==> src/design/rv_pkg.sv <==
`default_nettype none

package rv_pkg;

   localparam int XLEN = 32;
   localparam int REG_ADDR_W = 5;

   typedef logic [XLEN-1:0] word_t;
   typedef logic [REG_ADDR_W-1:0] reg_addr_t;

   // Major opcodes
   typedef enum logic [6:0] {
      OP     = 7'b0110011,
      OP_IMM = 7'b0010011,
      LUI    = 7'b0110111,
      AUIPC  = 7'b0010111,
      JAL    = 7'b1101111,
      JALR   = 7'b1100111,
      BRANCH = 7'b1100011,
      LOAD   = 7'b0000011,
      STORE  = 7'b0100011
   } opcode_t;

   localparam logic [2:0] FUNC_LB   = 3'b000;
   localparam logic [2:0] FUNC_LH   = 3'b001;
   localparam logic [2:0] FUNC_LW   = 3'b010;
   localparam logic [2:0] FUNC_LBU  = 3'b100;
   localparam logic [2:0] FUNC_LHU  = 3'b101;
   localparam logic [2:0] FUNC_SB   = 3'b000;
   localparam logic [2:0] FUNC_SH   = 3'b001;
   localparam logic [2:0] FUNC_SW   = 3'b010;
   localparam logic [2:0] FUNC_BEQ  = 3'b000;
   localparam logic [2:0] FUNC_BNE  = 3'b001;
   localparam logic [2:0] FUNC_BLT  = 3'b100;
   localparam logic [2:0] FUNC_BGE  = 3'b101;
   localparam logic [2:0] FUNC_BLTU = 3'b110;
   localparam logic [2:0] FUNC_BGEU = 3'b111;

   typedef enum logic [3:0] {
      ALU_ADD, ALU_SUB, ALU_SLL, ALU_SLT, ALU_SLTU,
      ALU_XOR, ALU_SRL, ALU_SRA, ALU_OR, ALU_AND
   } alu_op_t;

   typedef enum logic [2:0] {
      BUS_READB, BUS_READBU, BUS_READH, BUS_READHU,
      BUS_READW, BUS_WRITEB, BUS_WRITEH, BUS_WRITEW
   } bus_op_t;

   typedef enum logic {SRC1_REG, SRC1_PC} src1_sel_t;
   typedef enum logic [1:0] {SRC2_REG, SRC2_IMM, SRC2_FOUR} src2_sel_t;
   typedef enum logic [1:0] {WB_ALU, WB_BUS, WB_IMM, WB_NONE} wb_sel_t;

   typedef enum logic [2:0] {
      NEXT_FETCH, NEXT_LOAD, NEXT_STORE, NEXT_BRANCH, NEXT_HALT
   } exec_next_t;

   // Bit order eq, ne, lt, ge, ltu, geu from bit 0 up
   typedef logic [5:0] branch_mask_t;

   typedef enum logic [3:0] {
      ST_RESET, ST_PRE_FETCH, ST_FETCH, ST_DECODE, ST_EXEC, ST_POST_EXEC,
      ST_LOAD1, ST_LOAD2, ST_STORE1, ST_STORE2, ST_BRANCH, ST_UPDATE_PC, ST_HALT
   } state_t;

endpackage

`default_nettype wire

==> src/design/rv_alu.sv <==
`default_nettype none

module rv_alu (
   input  wire rv_pkg::word_t   a_i,
   input  wire rv_pkg::word_t   b_i,
   input  wire rv_pkg::alu_op_t op_i,
   output rv_pkg::word_t        result_o,
   output logic                 eq_o,
   output logic                 lt_o,
   output logic                 ltu_o
);

   logic [4:0] shamt;

   assign shamt = b_i[4:0];

   // Flags for the branch test
   assign eq_o = (a_i == b_i);
   assign lt_o = ($signed(a_i) < $signed(b_i));
   assign ltu_o = (a_i < b_i);

   always_comb begin
      case (op_i)
         rv_pkg::ALU_ADD:  result_o = a_i + b_i;
         rv_pkg::ALU_SUB:  result_o = a_i - b_i;
         rv_pkg::ALU_SLL:  result_o = a_i << shamt;
         rv_pkg::ALU_SLT:  result_o = {{(rv_pkg::XLEN-1){1'b0}}, lt_o};
         rv_pkg::ALU_SLTU: result_o = {{(rv_pkg::XLEN-1){1'b0}}, ltu_o};
         rv_pkg::ALU_XOR:  result_o = a_i ^ b_i;
         rv_pkg::ALU_SRL:  result_o = a_i >> shamt;
         rv_pkg::ALU_SRA:  result_o = $signed(a_i) >>> shamt;
         rv_pkg::ALU_OR:   result_o = a_i | b_i;
         rv_pkg::ALU_AND:  result_o = a_i & b_i;
         default:          result_o = '0;
      endcase
   end

endmodule

`default_nettype wire

==> src/design/rv_regfile.sv <==
`default_nettype none

module rv_regfile (
   input  wire                    clk,
   input  wire rv_pkg::reg_addr_t rs1_i,
   input  wire rv_pkg::reg_addr_t rs2_i,
   input  wire rv_pkg::reg_addr_t rd_i,
   input  wire                    rd_en_i,
   input  wire                    we_i,
   input  wire rv_pkg::word_t     wdata_i,
   output rv_pkg::word_t          rdata1_o,
   output rv_pkg::word_t          rdata2_o
);

   // Entry 0 is never written
   rv_pkg::word_t regs [0:31];

   always_ff @(posedge clk) begin
      if (we_i && rd_i != '0) begin
         regs[rd_i] <= wdata_i;
      end
   end

   always_ff @(posedge clk) begin
      if (rd_en_i) begin
         rdata1_o <= (rs1_i == '0) ? '0 : regs[rs1_i];
         rdata2_o <= (rs2_i == '0) ? '0 : regs[rs2_i];
      end
   end

endmodule

`default_nettype wire

==> src/design/rv_decoder.sv <==
`default_nettype none

module rv_decoder (
   input  wire                      clk,
   input  wire                      dec_en_i,
   input  wire rv_pkg::word_t       instr_i,
   output rv_pkg::reg_addr_t        rs1_o,
   output rv_pkg::reg_addr_t        rs2_o,
   output rv_pkg::reg_addr_t        rd_o,
   output rv_pkg::word_t            imm_o,
   output rv_pkg::alu_op_t          alu_op_o,
   output rv_pkg::src1_sel_t        src1_sel_o,
   output rv_pkg::src2_sel_t        src2_sel_o,
   output rv_pkg::wb_sel_t          wb_sel_o,
   output logic                     next_pc_from_alu_o,
   output rv_pkg::branch_mask_t     branch_mask_o,
   output rv_pkg::exec_next_t       next_o,
   output logic [2:0]               funct3_o
);

   rv_pkg::opcode_t opcode;
   logic [2:0] funct3;
   rv_pkg::word_t imm_i, imm_s, imm_b, imm_u, imm_j;

   assign opcode = rv_pkg::opcode_t'(instr_i[6:0]);
   assign funct3 = instr_i[14:12];

   assign imm_i = {{20{instr_i[31]}}, instr_i[31:20]};
   assign imm_s = {{20{instr_i[31]}}, instr_i[31:25], instr_i[11:7]};
   assign imm_b = {{19{instr_i[31]}}, instr_i[31], instr_i[7], instr_i[30:25],
                   instr_i[11:8], 1'b0};
   assign imm_u = {instr_i[31:12], 12'b0};
   assign imm_j = {{11{instr_i[31]}}, instr_i[31], instr_i[19:12], instr_i[20],
                   instr_i[30:21], 1'b0};

   // Shared by OP and OP_IMM, alt picks SUB or SRA
   function automatic rv_pkg::alu_op_t alu_func(input logic [2:0] f3, input logic alt);
      case (f3)
         3'b000:  alu_func = alt ? rv_pkg::ALU_SUB : rv_pkg::ALU_ADD;
         3'b001:  alu_func = rv_pkg::ALU_SLL;
         3'b010:  alu_func = rv_pkg::ALU_SLT;
         3'b011:  alu_func = rv_pkg::ALU_SLTU;
         3'b100:  alu_func = rv_pkg::ALU_XOR;
         3'b101:  alu_func = alt ? rv_pkg::ALU_SRA : rv_pkg::ALU_SRL;
         3'b110:  alu_func = rv_pkg::ALU_OR;
         default: alu_func = rv_pkg::ALU_AND;
      endcase
   endfunction

   always_ff @(posedge clk) begin
      if (dec_en_i) begin
         rs1_o <= instr_i[19:15];
         rs2_o <= instr_i[24:20];
         rd_o <= instr_i[11:7];
         funct3_o <= funct3;
         imm_o <= imm_i;
         alu_op_o <= rv_pkg::ALU_ADD;
         src1_sel_o <= rv_pkg::SRC1_REG;
         src2_sel_o <= rv_pkg::SRC2_IMM;
         wb_sel_o <= rv_pkg::WB_NONE;
         next_pc_from_alu_o <= 1'b0;
         branch_mask_o <= '0;
         next_o <= rv_pkg::NEXT_HALT;

         case (opcode)
            rv_pkg::OP: begin
               alu_op_o <= alu_func(funct3, instr_i[30]);
               src2_sel_o <= rv_pkg::SRC2_REG;
               wb_sel_o <= rv_pkg::WB_ALU;
               next_o <= rv_pkg::NEXT_FETCH;
            end
            rv_pkg::OP_IMM: begin
               // bit 30 is part of the immediate except for shifts
               alu_op_o <= alu_func(funct3, (funct3 == 3'b101) && instr_i[30]);
               wb_sel_o <= rv_pkg::WB_ALU;
               next_o <= rv_pkg::NEXT_FETCH;
            end
            rv_pkg::LUI: begin
               imm_o <= imm_u;
               wb_sel_o <= rv_pkg::WB_IMM;
               next_o <= rv_pkg::NEXT_FETCH;
            end
            rv_pkg::AUIPC: begin
               imm_o <= imm_u;
               src1_sel_o <= rv_pkg::SRC1_PC;
               wb_sel_o <= rv_pkg::WB_ALU;
               next_o <= rv_pkg::NEXT_FETCH;
            end
            rv_pkg::JAL: begin
               imm_o <= imm_j;
               src1_sel_o <= rv_pkg::SRC1_PC;
               wb_sel_o <= rv_pkg::WB_ALU;
               next_pc_from_alu_o <= 1'b1;
               next_o <= rv_pkg::NEXT_FETCH;
            end
            rv_pkg::JALR: begin
               wb_sel_o <= rv_pkg::WB_ALU;
               next_pc_from_alu_o <= 1'b1;
               next_o <= rv_pkg::NEXT_FETCH;
            end
            rv_pkg::BRANCH: begin
               imm_o <= imm_b;
               src2_sel_o <= rv_pkg::SRC2_REG;
               alu_op_o <= rv_pkg::ALU_SUB;
               next_o <= rv_pkg::NEXT_BRANCH;
               case (funct3)
                  rv_pkg::FUNC_BEQ:  branch_mask_o <= 6'b000001;
                  rv_pkg::FUNC_BNE:  branch_mask_o <= 6'b000010;
                  rv_pkg::FUNC_BLT:  branch_mask_o <= 6'b000100;
                  rv_pkg::FUNC_BGE:  branch_mask_o <= 6'b001000;
                  rv_pkg::FUNC_BLTU: branch_mask_o <= 6'b010000;
                  rv_pkg::FUNC_BGEU: branch_mask_o <= 6'b100000;
                  default:           next_o <= rv_pkg::NEXT_HALT;
               endcase
            end
            rv_pkg::LOAD: begin
               wb_sel_o <= rv_pkg::WB_BUS;
               if (funct3 == rv_pkg::FUNC_LB || funct3 == rv_pkg::FUNC_LH ||
                   funct3 == rv_pkg::FUNC_LW || funct3 == rv_pkg::FUNC_LBU ||
                   funct3 == rv_pkg::FUNC_LHU) begin
                  next_o <= rv_pkg::NEXT_LOAD;
               end
            end
            rv_pkg::STORE: begin
               imm_o <= imm_s;
               if (funct3 == rv_pkg::FUNC_SB || funct3 == rv_pkg::FUNC_SH ||
                   funct3 == rv_pkg::FUNC_SW) begin
                  next_o <= rv_pkg::NEXT_STORE;
               end
            end
            default: begin
               next_o <= rv_pkg::NEXT_HALT;
            end
         endcase
      end
   end

endmodule

`default_nettype wire

==> src/design/rv_bus_master.sv <==
`default_nettype none

module rv_bus_master (
   input  wire                  clk,
   input  wire                  reset,
   input  wire                  en_i,
   input  wire rv_pkg::bus_op_t op_i,
   input  wire rv_pkg::word_t   addr_i,
   input  wire rv_pkg::word_t   wdata_i,
   output rv_pkg::word_t        rdata_o,
   output logic                 busy_o,
   input  wire                  wb_ack_i,
   input  wire rv_pkg::word_t   wb_dat_i,
   output rv_pkg::word_t        wb_adr_o,
   output rv_pkg::word_t        wb_dat_o,
   output logic [3:0]           wb_sel_o,
   output logic                 wb_cyc_o,
   output logic                 wb_stb_o,
   output logic                 wb_we_o
);

   rv_pkg::bus_op_t op_q;
   logic [1:0] lane_q;
   logic [3:0] sel;
   rv_pkg::word_t lane_data;
   rv_pkg::word_t shifted;
   rv_pkg::word_t load_data;
   logic is_write;

   assign is_write = (op_i == rv_pkg::BUS_WRITEB) || (op_i == rv_pkg::BUS_WRITEH) ||
                     (op_i == rv_pkg::BUS_WRITEW);

   // Byte lanes and store data replication
   always_comb begin
      case (op_i)
         rv_pkg::BUS_READB, rv_pkg::BUS_READBU, rv_pkg::BUS_WRITEB: begin
            sel = 4'b0001 << addr_i[1:0];
            lane_data = {4{wdata_i[7:0]}};
         end
         rv_pkg::BUS_READH, rv_pkg::BUS_READHU, rv_pkg::BUS_WRITEH: begin
            sel = addr_i[1] ? 4'b1100 : 4'b0011;
            lane_data = {2{wdata_i[15:0]}};
         end
         default: begin
            sel = 4'b1111;
            lane_data = wdata_i;
         end
      endcase
   end

   // ==============================
   // Load extension
   assign shifted = wb_dat_i >> {lane_q, 3'b000};

   always_comb begin
      case (op_q)
         rv_pkg::BUS_READB:  load_data = {{24{shifted[7]}}, shifted[7:0]};
         rv_pkg::BUS_READBU: load_data = {24'b0, shifted[7:0]};
         rv_pkg::BUS_READH:  load_data = {{16{shifted[15]}}, shifted[15:0]};
         rv_pkg::BUS_READHU: load_data = {16'b0, shifted[15:0]};
         default:            load_data = wb_dat_i;
      endcase
   end

   // ==============================
   always_ff @(posedge clk) begin
      if (reset) begin
         wb_cyc_o <= 1'b0;
         wb_we_o <= 1'b0;
      end else if (en_i) begin
         wb_cyc_o <= 1'b1;
         wb_we_o <= is_write;
      end else if (wb_cyc_o && wb_ack_i) begin
         wb_cyc_o <= 1'b0;
         wb_we_o <= 1'b0;
      end
   end

   always_ff @(posedge clk) begin
      if (en_i) begin
         op_q <= op_i;
         lane_q <= addr_i[1:0];
         wb_adr_o <= {addr_i[31:2], 2'b00};
         wb_sel_o <= sel;
         wb_dat_o <= lane_data;
      end
      if (wb_cyc_o && wb_ack_i && !wb_we_o) begin
         rdata_o <= load_data;
      end
   end

   assign wb_stb_o = wb_cyc_o;
   assign busy_o = wb_cyc_o;

endmodule

`default_nettype wire

==> src/design/rv_core.sv <==
`default_nettype none

module rv_core #(
   parameter rv_pkg::word_t reset_vector = '0
) (
   input  wire                clk,
   input  wire                reset,
   input  wire                wb_ack_i,
   input  wire rv_pkg::word_t wb_dat_i,
   output rv_pkg::word_t      wb_adr_o,
   output rv_pkg::word_t      wb_dat_o,
   output logic [3:0]         wb_sel_o,
   output logic               wb_cyc_o,
   output logic               wb_stb_o,
   output logic               wb_we_o,
   output logic               halted_o
);

   rv_pkg::state_t state, state_nxt;
   rv_pkg::word_t pc, pc_next, instr_q;

   // Decoder outputs
   rv_pkg::reg_addr_t dec_rd;
   rv_pkg::word_t dec_imm;
   rv_pkg::alu_op_t dec_alu_op;
   rv_pkg::src1_sel_t dec_src1_sel;
   rv_pkg::src2_sel_t dec_src2_sel;
   rv_pkg::wb_sel_t dec_wb_sel;
   logic dec_next_pc_from_alu;
   rv_pkg::branch_mask_t dec_branch_mask;
   rv_pkg::exec_next_t dec_next;
   logic [2:0] dec_funct3;
   logic dec_en;

   rv_pkg::word_t rdata1, rdata2, rf_wdata;
   logic rd_en, rf_we;

   rv_pkg::src1_sel_t src1_sel;
   rv_pkg::src2_sel_t src2_sel;
   rv_pkg::alu_op_t alu_op;
   rv_pkg::word_t alu_a, alu_b, alu_result;
   logic alu_eq, alu_lt, alu_ltu;
   logic eq_q, lt_q, ltu_q;
   logic branch_taken;

   logic bus_en, bus_busy;
   rv_pkg::bus_op_t bus_op;
   rv_pkg::word_t bus_addr, bus_data;

   rv_decoder decoder_inst (
      .clk(clk), .dec_en_i(dec_en), .instr_i(instr_q),
      .rs1_o(), .rs2_o(), .rd_o(dec_rd), .imm_o(dec_imm),
      .alu_op_o(dec_alu_op), .src1_sel_o(dec_src1_sel), .src2_sel_o(dec_src2_sel),
      .wb_sel_o(dec_wb_sel), .next_pc_from_alu_o(dec_next_pc_from_alu),
      .branch_mask_o(dec_branch_mask), .next_o(dec_next), .funct3_o(dec_funct3)
   );

   // Read indices come straight from the fetch word, the decoder latches in parallel
   rv_regfile regfile_inst (
      .clk(clk), .rs1_i(instr_q[19:15]), .rs2_i(instr_q[24:20]), .rd_i(dec_rd),
      .rd_en_i(rd_en), .we_i(rf_we), .wdata_i(rf_wdata),
      .rdata1_o(rdata1), .rdata2_o(rdata2)
   );

   rv_alu alu_inst (
      .a_i(alu_a), .b_i(alu_b), .op_i(alu_op),
      .result_o(alu_result), .eq_o(alu_eq), .lt_o(alu_lt), .ltu_o(alu_ltu)
   );

   rv_bus_master bus_inst (
      .clk(clk), .reset(reset), .en_i(bus_en), .op_i(bus_op),
      .addr_i(bus_addr), .wdata_i(rdata2), .rdata_o(bus_data), .busy_o(bus_busy),
      .wb_ack_i(wb_ack_i), .wb_dat_i(wb_dat_i), .wb_adr_o(wb_adr_o),
      .wb_dat_o(wb_dat_o), .wb_sel_o(wb_sel_o), .wb_cyc_o(wb_cyc_o),
      .wb_stb_o(wb_stb_o), .wb_we_o(wb_we_o)
   );

   // ==============================
   // Operand muxes
   always_comb begin
      src1_sel = dec_src1_sel;
      src2_sel = dec_src2_sel;
      alu_op = dec_alu_op;
      case (state)
         rv_pkg::ST_PRE_FETCH, rv_pkg::ST_FETCH: begin
            src1_sel = rv_pkg::SRC1_PC;
            src2_sel = rv_pkg::SRC2_FOUR;
            alu_op = rv_pkg::ALU_ADD;
         end
         rv_pkg::ST_BRANCH: begin
            src1_sel = rv_pkg::SRC1_PC;
            src2_sel = rv_pkg::SRC2_IMM;
            alu_op = rv_pkg::ALU_ADD;
         end
         default: ;
      endcase
      alu_a = (src1_sel == rv_pkg::SRC1_PC) ? pc : rdata1;
      case (src2_sel)
         rv_pkg::SRC2_REG: alu_b = rdata2;
         rv_pkg::SRC2_IMM: alu_b = dec_imm;
         default:          alu_b = 32'd4;
      endcase
   end

   // Jumps link with pc + 4 from fetch, the ALU then holds the target
   always_comb begin
      case (dec_wb_sel)
         rv_pkg::WB_BUS: rf_wdata = bus_data;
         rv_pkg::WB_IMM: rf_wdata = dec_imm;
         default:        rf_wdata = dec_next_pc_from_alu ? pc_next : alu_result;
      endcase
   end

   assign branch_taken = |(dec_branch_mask & {~ltu_q, ltu_q, ~lt_q, lt_q, ~eq_q, eq_q});
   assign bus_addr = (state == rv_pkg::ST_PRE_FETCH) ? pc : alu_result;
   assign halted_o = (state == rv_pkg::ST_HALT);

   // ==============================
   // Control FSM
   always_comb begin
      state_nxt = state;
      bus_en = 1'b0;
      bus_op = rv_pkg::BUS_READW;
      dec_en = 1'b0;
      rd_en = 1'b0;
      rf_we = 1'b0;
      case (state)
         rv_pkg::ST_RESET: state_nxt = rv_pkg::ST_PRE_FETCH;
         rv_pkg::ST_PRE_FETCH: begin
            bus_en = 1'b1;
            state_nxt = rv_pkg::ST_FETCH;
         end
         rv_pkg::ST_FETCH: state_nxt = rv_pkg::ST_DECODE;
         rv_pkg::ST_DECODE: begin
            dec_en = 1'b1;
            rd_en = 1'b1;
            state_nxt = rv_pkg::ST_EXEC;
         end
         rv_pkg::ST_EXEC: begin
            case (dec_next)
               rv_pkg::NEXT_FETCH:  state_nxt = rv_pkg::ST_POST_EXEC;
               rv_pkg::NEXT_LOAD:   state_nxt = rv_pkg::ST_LOAD1;
               rv_pkg::NEXT_STORE:  state_nxt = rv_pkg::ST_STORE1;
               rv_pkg::NEXT_BRANCH: state_nxt = rv_pkg::ST_BRANCH;
               default:             state_nxt = rv_pkg::ST_HALT;
            endcase
         end
         rv_pkg::ST_LOAD1: begin
            bus_en = 1'b1;
            case (dec_funct3)
               rv_pkg::FUNC_LB:  bus_op = rv_pkg::BUS_READB;
               rv_pkg::FUNC_LBU: bus_op = rv_pkg::BUS_READBU;
               rv_pkg::FUNC_LH:  bus_op = rv_pkg::BUS_READH;
               rv_pkg::FUNC_LHU: bus_op = rv_pkg::BUS_READHU;
               default:          bus_op = rv_pkg::BUS_READW;
            endcase
            state_nxt = rv_pkg::ST_LOAD2;
         end
         rv_pkg::ST_STORE1: begin
            bus_en = 1'b1;
            case (dec_funct3)
               rv_pkg::FUNC_SB: bus_op = rv_pkg::BUS_WRITEB;
               rv_pkg::FUNC_SH: bus_op = rv_pkg::BUS_WRITEH;
               default:         bus_op = rv_pkg::BUS_WRITEW;
            endcase
            state_nxt = rv_pkg::ST_STORE2;
         end
         rv_pkg::ST_POST_EXEC, rv_pkg::ST_LOAD2, rv_pkg::ST_STORE2, rv_pkg::ST_BRANCH: begin
            state_nxt = rv_pkg::ST_UPDATE_PC;
         end
         rv_pkg::ST_UPDATE_PC: begin
            rf_we = (dec_wb_sel != rv_pkg::WB_NONE);
            state_nxt = rv_pkg::ST_PRE_FETCH;
         end
         default: state_nxt = rv_pkg::ST_HALT;
      endcase
   end

   always_ff @(posedge clk) begin
      if (reset) begin
         state <= rv_pkg::ST_RESET;
         pc <= reset_vector;
      end else if (!bus_busy) begin
         state <= state_nxt;
         if (state == rv_pkg::ST_UPDATE_PC) begin
            pc <= dec_next_pc_from_alu ? {alu_result[rv_pkg::XLEN-1:1], 1'b0} : pc_next;
         end
      end
   end

   always_ff @(posedge clk) begin
      if (!bus_busy) begin
         case (state)
            rv_pkg::ST_FETCH: begin
               instr_q <= bus_data;
               pc_next <= alu_result;
            end
            rv_pkg::ST_EXEC: begin
               eq_q <= alu_eq;
               lt_q <= alu_lt;
               ltu_q <= alu_ltu;
            end
            rv_pkg::ST_BRANCH: begin
               if (branch_taken) begin
                  pc_next <= alu_result;
               end
            end
            default: ;
         endcase
      end
   end

endmodule

`default_nettype wire

==> config.mk <==
export PLATFORM = sky130hd
export DESIGN_NAME = rv_core
export DESIGN_NICKNAME = d
export VERILOG_FILES = /design/src/design/rv_pkg.sv /design/src/design/rv_alu.sv /design/src/design/rv_regfile.sv /design/src/design/rv_decoder.sv /design/src/design/rv_bus_master.sv /design/src/design/rv_core.sv
export SDC_FILE = /design/constraint.sdc
export NUM_CORES = 2
export LEC_CHECK = 0
export BUFFER_PORTS_ARGS = -buffer_cell sky130_fd_sc_hd__buf_2
export CAP_MARGIN = 15
export CORE_ASPECT_RATIO = 1.25
export CORE_MARGIN = 1.5
export CORE_UTILIZATION = 25
export DETAILED_ROUTE_END_ITERATION = 8
export GPL_TIMING_DRIVEN = 0
export PLACE_DENSITY_LB_ADDON = 0.12
export RECOVER_POWER = 50
export SETUP_SLACK_MARGIN = 0.4
export SLEW_MARGIN = 20
export SYNTH_ARGS = -nofsm -noshare
export SYNTH_HDL_FRONTEND = slang
export SYNTH_SLANG_ARGS = --single-unit
==> constraint.sdc <==
create_clock -name clk -period 18.8 [get_ports clk]
set_input_delay 1.88 -clock clk [delete_from_list [all_inputs] [get_ports clk]]
set_output_delay 1.88 -clock clk [all_outputs]
set_load 0.005 [all_outputs]
==> flow_metrics.py <==
metrics = {
    "timing": {
        "rsz0062_at_grt": "no",
        "clock_skew_ns": 0.0546,
        "hold_violations": 0,
        "post-route-min-period_ns": 10.85,
        "timing.fmax_ghz": 0.0921,
        "slew_viol_final": 357,
        "setup_viol": 0,
        "fin_tns_setup_ns": 0,
        "period_share_pct": 57.7,
        "maxSlewHeadroom_pct": -87.2,
        "worst_slew_pin_slew_ns": 2.81,
    },
    "yosys": {
        "synthTopCellsByArea": "edfxtp_1 (55%), mux4_2 (20%), mux2i_1 (2.6%)",
        "netlist_area_sq_um": 71300,
        "synth_xor_area_share_pct": 0.111,
        "postSynthCellCount": 4596,
        "ys_types": 111,
        "async_flop_share_pct": 0,
        "synth-adder-area-share_pct": 1.83,
        "synth.largest_area_cell": "edfxtp_1",
        "synthSimpleGateAreaFrac_pct": 5.58,
        "synth_top_family_by_area": "multiplexers",
        "synth_warnings": 0,
        "yosysTopAreaCellShare_pct": 55.4,
        "synth_flop_cell": "edfxtp_1",
        "synth.area.mux_share_pct": 24.3,
        "seq_area_frac_synth_pct": 56.5,
        "syn_area_per_cell_sq_um": 15.5,
        "synth_compound_area_share_pct": 8.80,
        "synth_edf_count": 1316,
        "ys_ff_latch": 1354,
    },
    "pwr": {
        "ir_drop_uv": 71.5,
        "p_sw_share_pct": 45.0,
        "combPwrFrac_pct": 47.6,
        "finalPower_w": 0.0138,
        "p_int_w": 0.00757,
        "clockPowerShare_pct": 22.2,
        "p_leak_nw": 27.1,
        "p_seq_share_pct": 30.2,
        "switchingPower_w": 0.00618,
        "power_density_nw_per_um2": 165,
    },
    "clock_tree": {
        "post_cts_buffers": 0,
        "cts_resized": 0,
        "cts.clk_slew.worst_paths_ns": 0.07,
        "clk_latency_ns": 0.84,
        "cts_buffer_depth": 4,
        "cts_made_buffers": 166,
        "ctsHoldBuffers": 0,
        "htreeDepth": 4,
        "cts_tree": "built",
        "root_buffer": "clkbuf_16",
        "clock-sinks": 1354,
    },
    "global_route": {
        "overflow": 0,
        "antenna_found_initial": 18,
        "grt.total_usage_pct": 24.9,
        "grt_pass1_wl_mm": 478,
        "grt_max_degree": 40,
        "grt_pass1_vias": 50103,
    },
    "status": {
        "violations": "capacitance limit, slew limit",
        "status": "finished, violations left",
    },
    "die": {
        "ios": 107,
        "fp.dieW_microns": 481,
        "die_area_sq_um": 288000,
        "core_area_sq_um": 284000,
        "dieHeight_microns": 600,
        "rows": 219,
        "start_util_pct": 25.1,
    },
    "critical_path": {
        "criticalPathCategory": "reg -> reg",
        "worst_setup_path_start_kind": "flop",
        "crit_path_end_kind": "flop",
        "crit_arrival_ns": 11.30,
        "required_ns": 19.25,
        "crit_fanout": 11,
    },
    "finish": {
        "register_area_sq_um": 40300,
        "layout-drive-gt1-share_pct": 25.6,
        "syn_to_final_growth_pct": 16.8,
        "final_nets": 5181,
        "fill_cells": 28545,
        "multi_input_area_sq_um": 29500,
    },
    "routing": {
        "vias_per_cell": 5.47,
        "wl_per_cell_microns": 40.9,
        "wl_mm": 364,
        "drcViolationCount": 0,
        "vias": 48745,
        "ant_nets": 0,
        "dr.pass1.iters": 6,
        "drt_iter0_drc": 4703,
    },
    "flow_run": {
        "cap_viol_max_count": 26,
    },
    "placement": {
        "gp_congestion": 0.986,
        "hpwl_mm": 283,
        "io_buffers": 104,
    },
    "hold_path": {
        "hold_class": "reg -> reg",
    },
}
[registers in the layout, summed over array words and instances, names as in the netlist, 4 cells and up]
register and flops:
bus_inst.wb_sel_o 4, pc_next 32, bus_inst.wb_adr_o 30, regfile_inst.rdata1_o 32, decoder_inst.alu_op_o 4, decoder_inst.rd_o 5, decoder_inst.imm_o 32, bus_inst.wb_dat_o 32
bus_inst.rdata_o 32, instr_q 32, decoder_inst.branch_mask_o 6, state 4, regfile_inst.rdata2_o 32, pc 32, regfile_inst.regs 1024
[synth_stat cells, drive strengths merged (59+ instances only)]
master	count
mux2i	203
buf	145
edfxtp	1316
nor3	73
mux4	645
nor2	323
o21ai	174
clkbuf	224
a21oi	183
ha	100
a21o	59
inv	128
nand2	176
[worst max-delay path, stage by stage (launching register included)]
cell and delay (ns):
dfxtp_1 0.49, nor4b_1 1.84, nor3_2 0.26, a22oi_2 0.41, buf_2 0.46, clkbuf_1 0.84
buf_2 0.62, clkbuf_1 0.65, ha_1 0.27, clkbuf_1 0.50, nand2_1 0.10, o21ai_0 0.70
a211o_1 0.37, a21oi_1 0.26, o21bai_1 0.20, a21oi_1 0.14, a31oi_1 0.75, o21ai_0 0.24
a211oi_1 0.96, a21oi_1 0.37
[cell type report]
type | instances | share of cell area (%)
Timing Repair Buffer | 247 | 2.02
Antenna cell | 6 | 0.0180
Clock buffer | 199 | 5.19
Sequential cell | 1354 | 48.4
Inverter | 129 | 0.586
Buffer | 369 | 2.04
Multi-Input combinational cell | 2777 | 35.4
Clock inverter | 81 | 0.744
Tap cell | 3757 | 5.65
[cells in the final DEF, fill, tap and decap left out, types with 23 or more instances in the layout]
| cell | n |
|---|---|
| a211oi_1 | 36 |
| ha_1 | 100 |
| nor3_1 | 68 |
| nand3_1 | 51 |
| a21o_1 | 59 |
| nand2_1 | 176 |
| nor2_1 | 317 |
| clkbuf_1 | 351 |
| o211ai_1 | 58 |
| o21ai_1 | 25 |
| mux2i_1 | 181 |
| a21oi_1 | 162 |
| conb_1 | 34 |
| o22ai_1 | 29 |
| buf_12 | 24 |
| nor2b_1 | 34 |
| a221o_1 | 40 |
| dfxtp_1 | 38 |
| a31oi_1 | 41 |
| buf_2 | 142 |
| clkinv_1 | 40 |
| buf_1 | 28 |
| inv_1 | 106 |
| o21ai_0 | 147 |
| clkbuf_2 | 50 |
| a22oi_1 | 54 |
| mux4_2 | 645 |
| and4_1 | 23 |
| a221oi_1 | 30 |
| clkbuf_16 | 167 |
| mux2_2 | 44 |
| edfxtp_1 | 1316 |
[metrics by stage]
step / std cells / util [%] / worst slack (ns) / instance area (sq um) / hold WS, ns
6_report: 8919 / 29.3 / 7.95 / 83300 / 0.464
5_1_grt: 8914 / 29.3 / 7.86 / 83200 / 0.471
4_1_cts: 8913 / 29.9 / 9.21 / 84900 / 0.455
3_5_place_dp: 8633 / 28.1 / 9.25 / 80000 / 0.445
3_3_place_gp: 8490 / 27.0 / 3.49 / 76600 / 0.438
2_1_floorplan: 4629 / - / 8.97 / 71400 / 0.426
[power by group through the flow]
stage / Clock (W) / Sequential, W / Combinational [W]
3_5_place_dp: 0 / 0.00421 / 0.00649
5_1_grt: 0.00323 / 0.00417 / 0.00670
6_report: 0.00306 / 0.00416 / 0.00654
3_3_place_gp: 0 / 0.00428 / 0.00624
4_1_cts: 0.00313 / 0.00415 / 0.00651
2_1_floorplan: 0 / 0.00414 / 0.00318
[final timing paths]
kind	depth (start not counted)	from	slack (ns)	endpoint
worst min-delay path	0	instr_q[31]	0.46	decoder_inst.imm_o[31]
worst min register to register	0	instr_q[31]	0.46	decoder_inst.imm_o[31]
worst max register to register	19	state[0]	7.95	bus_inst.wb_adr_o[16]
worst max-delay path	19	state[0]	7.95	bus_inst.wb_adr_o[16]
[routing by layer]
metal,wire length [microns],global-route usage [%]
met3,18400,3.33
met1,136000,28.7
met4,29100,16.4
met2,181000,43.3
met5,29,0
[logic make-up after synthesis]
kind of cell | after synthesis
multiplexers | 901
AND/OR/NAND/NOR | 825
buffers and inverters | 498
other | 1
flip-flops | 1354
AO/OA/AOI/OAI | 905
XOR/XNOR | 9
adder cells (fa/ha/maj) | 103
Note: power is estimated with default switching activity, not from simulation.
